`config.mk`:
```
export PLATFORM = sky130hd
export DESIGN_NAME = fft_tail_top
export DESIGN_NICKNAME = d
export VERILOG_FILES = /design/src/fft_pkg.sv /design/src/frame_counter.sv /design/src/twiddle_mult.sv /design/src/bf2_first.sv /design/src/bf2_second.sv /design/src/fft_tail_top.sv
export SDC_FILE = /design/constraint.sdc
export NUM_CORES = 2
export LEC_CHECK = 0
export BUFFER_PORTS_ARGS = -buffer_cell sky130_fd_sc_hd__buf_2
export CAP_MARGIN = 20
export CORE_UTILIZATION = 50
export CTS_BUF_LIST = sky130_fd_sc_hd__clkbuf_8
export DETAILED_ROUTE_END_ITERATION = 10
export HOLD_SLACK_MARGIN = 0.02
export PLACE_DENSITY = 0.65
export SYNTH_ARGS = -nofsm -noshare
export SYNTH_HDL_FRONTEND = slang
export SYNTH_HIERARCHICAL = 1
export SYNTH_SLANG_ARGS = --single-unit
export TNS_END_PERCENT = 20
```
`constraint.sdc`:
```
create_clock -name clk -period 10.2 [get_ports clk]
set_input_delay 1.02 -clock clk [delete_from_list [all_inputs] [get_ports clk]]
set_output_delay 1.02 -clock clk [all_outputs]
set_load 0.02 [all_outputs]
```
`src/fft_pkg.sv`:
```
package fft_pkg;

    // widths at the ports and inside the datapath
    localparam int SAMPLE_W   = 16;
    localparam int WORD_W     = 2 * SAMPLE_W;
    localparam int ACC_W      = 32;
    localparam int FRAC_SHIFT = 8;

    // frame geometry
    localparam int FRAME_LEN = 16;
    localparam int POS_W     = 4;

    // *****************************************************************
    // twiddle table, Q16, entry k is cos and -sin of 2*pi*k/16
    // *****************************************************************
    localparam int TW_SHIFT = 16;

    localparam logic signed [ACC_W-1:0] TW_RE [0:9] = '{
        (1 <<< TW_SHIFT),
        32'sh0000_EC83,
        32'sh0000_B504,
        32'sh0000_61F7,
        32'sh0000_0000,
        32'shFFFF_9E09,
        32'shFFFF_4AFC,
        32'shFFFF_137D,
        -(1 <<< TW_SHIFT),
        32'shFFFF_137D
    };

    localparam logic signed [ACC_W-1:0] TW_IM [0:9] = '{
        32'sh0000_0000,
        32'shFFFF_9E09,
        32'shFFFF_4AFC,
        32'shFFFF_137D,
        -(1 <<< TW_SHIFT),
        32'shFFFF_137D,
        32'shFFFF_4AFC,
        32'shFFFF_9E09,
        32'sh0000_0000,
        32'sh0000_61F7
    };

    // one complex sample, raw or split into real (upper) and imaginary (lower)
    typedef union packed {
        logic [WORD_W-1:0] word;
        struct packed {
            logic signed [SAMPLE_W-1:0] re;
            logic signed [SAMPLE_W-1:0] im;
        } parts;
    } sample_u;

endpackage

```
`src/frame_counter.sv`:
```
`timescale 1ns/1ps

module frame_counter (
    input  logic                      clk,
    input  logic                      rst,
    input  logic                      i_valid,
    output logic [fft_pkg::POS_W-1:0] o_pos
);
    import fft_pkg::*;

    // position of the sample present on this cycle
    // once started it runs the full frame, then rests at zero
    always_ff @(posedge clk) begin
        if (rst) begin
            o_pos <= '0;
        end else if (o_pos == POS_W'(FRAME_LEN - 1)) begin
            o_pos <= '0;
        end else if (i_valid || (o_pos != '0)) begin
            o_pos <= o_pos + 1'b1;
        end
    end

endmodule

```
`src/twiddle_mult.sv`:
```
`timescale 1ns/1ps

module twiddle_mult (
    input  logic                                clk,
    input  logic                                rst,
    input  logic                                i_valid,
    input  logic signed [fft_pkg::SAMPLE_W-1:0] i_re,
    input  logic signed [fft_pkg::SAMPLE_W-1:0] i_im,
    output logic                                o_valid,
    output logic signed [fft_pkg::ACC_W-1:0]    o_re,
    output logic signed [fft_pkg::ACC_W-1:0]    o_im
);
    import fft_pkg::*;

    logic [POS_W-1:0]               pos;
    logic [1:0]                     m;
    logic [1:0]                     grp_rev;
    logic [POS_W-1:0]               tw_exp;
    logic signed [ACC_W-1:0]        tw_re;
    logic signed [ACC_W-1:0]        tw_im;
    logic signed [SAMPLE_W+ACC_W:0] prod_re;
    logic signed [SAMPLE_W+ACC_W:0] prod_im;
    logic signed [SAMPLE_W+ACC_W:0] mul_re;
    logic signed [SAMPLE_W+ACC_W:0] mul_im;
    logic signed [SAMPLE_W+ACC_W:0] rnd_re;
    logic signed [SAMPLE_W+ACC_W:0] rnd_im;
    logic                           mul_valid;

    frame_counter u_cnt (
        .clk     (clk),
        .rst     (rst),
        .i_valid (i_valid),
        .o_pos   (pos)
    );

    // *****************************************************************
    // twiddle select, exponent is m times bit-reversed group
    // *****************************************************************
    assign m       = pos[1:0];
    assign grp_rev = {pos[2], pos[3]};
    assign tw_exp  = m * grp_rev;
    assign tw_re   = TW_RE[tw_exp];
    assign tw_im   = TW_IM[tw_exp];

    // (a + jb)(c + jd), product carries 16 fraction bits
    assign prod_re = i_re * tw_re - i_im * tw_im;
    assign prod_im = i_re * tw_im + i_im * tw_re;

    always_ff @(posedge clk) begin
        if (rst) begin
            mul_valid <= 1'b0;
            mul_re    <= '0;
            mul_im    <= '0;
        end else begin
            mul_valid <= i_valid;
            mul_re    <= prod_re;
            mul_im    <= prod_im;
        end
    end

    // round half up down to 8 fraction bits
    assign rnd_re = (mul_re + (1 <<< (FRAC_SHIFT - 1))) >>> FRAC_SHIFT;
    assign rnd_im = (mul_im + (1 <<< (FRAC_SHIFT - 1))) >>> FRAC_SHIFT;

    always_ff @(posedge clk) begin
        if (rst) begin
            o_valid <= 1'b0;
            o_re    <= '0;
            o_im    <= '0;
        end else begin
            o_valid <= mul_valid;
            o_re    <= rnd_re[ACC_W-1:0];
            o_im    <= rnd_im[ACC_W-1:0];
        end
    end

endmodule

```
`src/bf2_first.sv`:
```
`timescale 1ns/1ps

module bf2_first (
    input  logic                             clk,
    input  logic                             rst,
    input  logic                             i_valid,
    input  logic signed [fft_pkg::ACC_W-1:0] i_re,
    input  logic signed [fft_pkg::ACC_W-1:0] i_im,
    output logic                             o_valid,
    output logic signed [fft_pkg::ACC_W-1:0] o_re,
    output logic signed [fft_pkg::ACC_W-1:0] o_im
);
    import fft_pkg::*;

    logic [POS_W-1:0]        pos;
    logic signed [ACC_W-1:0] dl_re [0:1];
    logic signed [ACC_W-1:0] dl_im [0:1];
    logic signed [ACC_W-1:0] sum_re;
    logic signed [ACC_W-1:0] sum_im;
    logic signed [ACC_W-1:0] dif_re;
    logic signed [ACC_W-1:0] dif_im;
    logic signed [ACC_W-1:0] out_re;
    logic signed [ACC_W-1:0] out_im;
    logic [1:0]              vld_dly;

    frame_counter u_cnt (
        .clk     (clk),
        .rst     (rst),
        .i_valid (i_valid),
        .o_pos   (pos)
    );

    // butterfly against the sample two back
    assign sum_re = dl_re[1] + i_re;
    assign sum_im = dl_im[1] + i_im;
    assign dif_re = dl_re[1] - i_re;
    assign dif_im = dl_im[1] - i_im;

    // positions 2 and 3 emit the sum, 0 and 1 drain the line
    assign out_re = pos[1] ? sum_re : dl_re[1];
    assign out_im = pos[1] ? sum_im : dl_im[1];

    // *****************************************************************
    // feedback line, shifts every cycle
    // *****************************************************************
    always_ff @(posedge clk) begin
        if (rst) begin
            dl_re[0] <= '0;
            dl_re[1] <= '0;
            dl_im[0] <= '0;
            dl_im[1] <= '0;
        end else begin
            dl_re[1] <= dl_re[0];
            dl_im[1] <= dl_im[0];
            dl_re[0] <= pos[1] ? dif_re : i_re;
            dl_im[0] <= pos[1] ? dif_im : i_im;
        end
    end

    always_ff @(posedge clk) begin
        if (rst) begin
            vld_dly <= '0;
            o_valid <= 1'b0;
            o_re    <= '0;
            o_im    <= '0;
        end else begin
            vld_dly <= {vld_dly[0], i_valid};
            o_valid <= vld_dly[1];
            o_re    <= out_re;
            o_im    <= out_im;
        end
    end

endmodule

```
`src/bf2_second.sv`:
```
`timescale 1ns/1ps

module bf2_second (
    input  logic                                clk,
    input  logic                                rst,
    input  logic                                i_valid,
    input  logic signed [fft_pkg::ACC_W-1:0]    i_re,
    input  logic signed [fft_pkg::ACC_W-1:0]    i_im,
    output logic                                o_valid,
    output logic signed [fft_pkg::SAMPLE_W-1:0] o_re,
    output logic signed [fft_pkg::SAMPLE_W-1:0] o_im
);
    import fft_pkg::*;

    logic [POS_W-1:0]        pos;
    logic signed [ACC_W-1:0] in_re;
    logic signed [ACC_W-1:0] in_im;
    logic signed [ACC_W-1:0] dl_re;
    logic signed [ACC_W-1:0] dl_im;
    logic signed [ACC_W-1:0] sum_re;
    logic signed [ACC_W-1:0] sum_im;
    logic signed [ACC_W-1:0] dif_re;
    logic signed [ACC_W-1:0] dif_im;
    logic signed [ACC_W-1:0] pick_re;
    logic signed [ACC_W-1:0] pick_im;
    logic signed [ACC_W-1:0] rnd_re;
    logic signed [ACC_W-1:0] rnd_im;
    logic                    vld_dly;

    frame_counter u_cnt (
        .clk     (clk),
        .rst     (rst),
        .i_valid (i_valid),
        .o_pos   (pos)
    );

    // -j on the fourth sample of a group
    always_comb begin
        if (pos[1:0] == 2'b11) begin
            in_re = i_im;
            in_im = -i_re;
        end else begin
            in_re = i_re;
            in_im = i_im;
        end
    end

    assign sum_re  = dl_re + in_re;
    assign sum_im  = dl_im + in_im;
    assign dif_re  = dl_re - in_re;
    assign dif_im  = dl_im - in_im;
    assign pick_re = pos[0] ? sum_re : dl_re;
    assign pick_im = pos[0] ? sum_im : dl_im;

    // drop the internal fraction bits, round half up
    assign rnd_re = (pick_re + (1 <<< (FRAC_SHIFT - 1))) >>> FRAC_SHIFT;
    assign rnd_im = (pick_im + (1 <<< (FRAC_SHIFT - 1))) >>> FRAC_SHIFT;

    always_ff @(posedge clk) begin
        if (rst) begin
            dl_re   <= '0;
            dl_im   <= '0;
            vld_dly <= 1'b0;
            o_valid <= 1'b0;
            o_re    <= '0;
            o_im    <= '0;
        end else begin
            dl_re   <= pos[0] ? dif_re : in_re;
            dl_im   <= pos[0] ? dif_im : in_im;
            vld_dly <= i_valid;
            o_valid <= vld_dly;
            o_re    <= rnd_re[SAMPLE_W-1:0];
            o_im    <= rnd_im[SAMPLE_W-1:0];
        end
    end

endmodule

```
`src/fft_tail_top.sv`:
```
`timescale 1ns/1ps

module fft_tail_top (
    input  logic                       clk,
    input  logic                       rst,
    input  logic                       i_valid,
    input  logic [fft_pkg::WORD_W-1:0] i_data,
    output logic                       o_valid,
    output logic [fft_pkg::WORD_W-1:0] o_data
);
    import fft_pkg::*;

    sample_u                    in_s;
    sample_u                    out_s;
    logic                       tw_valid;
    logic signed [ACC_W-1:0]    tw_re;
    logic signed [ACC_W-1:0]    tw_im;
    logic                       b1_valid;
    logic signed [ACC_W-1:0]    b1_re;
    logic signed [ACC_W-1:0]    b1_im;
    logic signed [SAMPLE_W-1:0] b2_re;
    logic signed [SAMPLE_W-1:0] b2_im;

    assign in_s.word = i_data;

    // *****************************************************************
    // twiddle, then distance-two and distance-one butterflies
    // *****************************************************************
    twiddle_mult u_twiddle (
        .clk     (clk),
        .rst     (rst),
        .i_valid (i_valid),
        .i_re    (in_s.parts.re),
        .i_im    (in_s.parts.im),
        .o_valid (tw_valid),
        .o_re    (tw_re),
        .o_im    (tw_im)
    );

    bf2_first u_bf1 (
        .clk     (clk),
        .rst     (rst),
        .i_valid (tw_valid),
        .i_re    (tw_re),
        .i_im    (tw_im),
        .o_valid (b1_valid),
        .o_re    (b1_re),
        .o_im    (b1_im)
    );

    bf2_second u_bf2 (
        .clk     (clk),
        .rst     (rst),
        .i_valid (b1_valid),
        .i_re    (b1_re),
        .i_im    (b1_im),
        .o_valid (o_valid),
        .o_re    (b2_re),
        .o_im    (b2_im)
    );

    assign out_s.parts.re = b2_re;
    assign out_s.parts.im = b2_im;
    assign o_data         = out_s.word;

endmodule

```
==> impl_metrics.json <==
{
  "syn_inst": 6924,
  "fillers": 11600,
  "use_met2": 0.490,
  "cts.sinks": 341,
  "htreeDepth": 2,
  "root_buffer": "clkbuf_8",
  "fmax_mhz": 103,
  "status": "complete, no violations",
  "finalNetCount": 8608,
  "grt_max_degree": 163,
  "min_path_cells": 1,
  "grtUsageMet1": 0.379,
  "critPathArrivalTime_ns": 10.19,
  "p_per_area_nw_per_um2": 212,
  "max_stage_delay_ns": 0.80,
  "gr-usage-met3": 0.0454,
  "cp.required_ns": 10.71,
  "clk_pin_slew_worst_paths_ns": 0.06,
  "drtIter0Drc": 3318,
  "fp.coreArea_um2": 123000,
  "r2r-start": "u_twiddle/u_cnt/o_pos[2]",
  "place_congestion": 1.00,
  "cap_viol_max_count": 0,
  "clk_latency_ns": 0.73,
  "start_util": 0.504,
  "die_h_um": 355,
  "area_growth_pct": 5.27,
  "hold_viol_final": 0,
  "grt_overflow": 0,
  "worstSetupPathType": "flip-flop to flip-flop",
  "ff_latch_area_um2": 6830,
  "antenna_found_initial": 8,
  "drt_wl_total_um": 181000,
  "syn-num-nets": 8695,
  "wire_per_inst_um": 21.3,
  "hold_ws_ns": 0.365,
  "fin_cells": 8527,
  "setup-tns-final_ns": 0,
  "dp_hpwl_um": 151000,
  "finalMaxSlewViolations": 0,
  "crit_fanout": 20,
  "fp.dieArea_um2": 126000,
  "drc": 0,
  "critPathSlowestCell": "a21oi_2",
  "post-place-cells": 8410,
  "cts_tree": "done",
  "cp_common_cell": "fa_1",
  "grt_pass1_wl_um": 282000,
  "finalSetupViolations": 0,
  "dr.pass1.iters": 6,
  "syn_area_um2": 62200,
  "dr_total_vias": 46200,
  "slew_headroom": 0.216,
  "ant_nets": 0,
  "grt_pass1_vias": 48500,
  "post-route-period-util": 0.949,
  "final_util": 0.530,
  "worst_pin_slew_ns": 1.18,
  "critPathCaptureType": "flip-flop",
  "worstSetupStartpoint": "u_twiddle/u_cnt/o_pos[2]",
  "min_path_type": "flip-flop to flip-flop",
  "drive_gt1_frac": 0.0545,
  "r2r_cells": 30,
  "rrSetupSlack_ns": 0.52,
  "whs_endpoint": "u_bf1/dl_re[0][35]",
  "syn_avg_cell_area_um2": 8.98,
  "grt.busiest_layer": "met2",
  "numCtsBuffers": 60,
  "rows": 129,
  "fin_total_pwr_mw": 13.9,
  "avgViaCountPerCell": 5.41,
  "ios": 68,
  "grt.total_usage": 0.295,
  "vdd_drop_max_mv": 0.455,
  "numPortBuffers": 67,
  "skew_ns": 0.0946,
  "rsz0062_at_grt": "no",
  "cp-start-kind": "flip-flop",
  "rr_endpoint": "u_twiddle/mul_re[29]",
  "clk_path_buf_depth": 3,
  "dieWidth_um": 355,
  "yosysWarnings": 6,
  "finalCriticalPeriod_ns": 9.68,
  "leakage_nw": 32.6,
  "cts_setup_buffers": 0,
  "holdCritStartpoint": "u_bf1/dl_re[0][3]",
  "multi_input_area_um2": 48000
}
-- final cells by class --
cell class | count | area share
Sequential cell | 341 | 0.104
Clock buffer | 76 | 0.0160
Multi-Input combinational cell | 4626 | 0.733
Tap cell | 1637 | 0.0313
Clock inverter | 36 | 0.00617
Inverter | 1679 | 0.0963
Timing Repair Buffer | 129 | 0.0125
Antenna cell | 3 | 0.000115
-- through the flow --
stage	cell area, µm²	setup WS [ns]
global placement	64000	0.751
global route	65500	0.179
CTS	65400	0.581
finish	65500	0.525
detailed placement	64000	0.603
floorplan	62200	1.40
-- report_power, final --
group	internal [mW]	total [mW]	switching, mW	leakage [nW]
clock network	0.880	1.52	0.636	0.762
logic	4.22	10.2	6.01	29.1
registers	1.73	2.11	0.382	2.79
total	6.83	13.9	7.02	32.6
-- how the worst max path moves through the flow --
stage	slack [ns]	end
2_1_floorplan	1.40	u_twiddle/mul_im[27]
3_5_place_dp	0.60	u_twiddle/mul_im[27]
3_3_place_gp	0.75	u_twiddle/mul_im[27]
6_report	0.52	u_twiddle/mul_re[29]
4_1_cts	0.58	u_twiddle/mul_im[27]
5_1_grt	0.18	u_twiddle/mul_re[29]
-- metal layers --
layer | part of all wire | vias to the layer above | routed length, µm
met1 | 0.40 | 23100 | 72100
li1 | - | 21000 | -
met2 | 0.48 | 1715 | 86400
met3 | 0.072 | 394 | 13100
met5 | 0.000050 | - | 9
met4 | 0.054 | 2 | 9830
-- registers in the layout, indices dropped and copies added (netlist names) --
signal                 count
u_bf1/dl_im               48
u_bf1/dl_re               48
u_bf1/o_im                24
u_bf1/o_re                24
u_bf1/o_valid              1
u_bf1/u_cnt/o_pos          4
u_bf1/vld_dly              2
u_bf2/dl_im               24
u_bf2/dl_re               24
u_bf2/o_im                16
u_bf2/o_re                16
u_bf2/o_valid              1
u_bf2/u_cnt/o_pos          4
u_bf2/vld_dly              1
u_twiddle/mul_im          25
u_twiddle/mul_re          25
u_twiddle/mul_valid        1
u_twiddle/o_im            24
u_twiddle/o_re            24
u_twiddle/o_valid          1
u_twiddle/u_cnt/o_pos      4
-- placed cells by master (no fill, tap or decap), types with 76 or more instances in the layout --
cell type,n
inv_1,1678
fa_1,1222
nand2_1,557
ha_1,513
nor2_1,417
dfxtp_1,339
and2_1,264
a21oi_1,234
xnor2_1,144
o21ai_0,123
nor2b_1,104
xor2_1,90
a211oi_1,82
clkbuf_8,76
-- worst max-delay path: cells and delay by family, from the launching register on --
family	cells	cell delay, ns
buffers and inverters	6	1.16
adder cells (fa/ha/maj)	11	4.92
XOR/XNOR	1	0.12
AND/OR/NAND/NOR	8	1.18
AO/OA/AOI/OAI	4	1.57
flip-flops	1	0.49
-- repair_timing --
action                     CTS  global route
hold buffers                 0             0
setup endpoints to repair    0             1
gates resized for setup      0             1
Note: power is estimated with default switching activity, not from simulation.
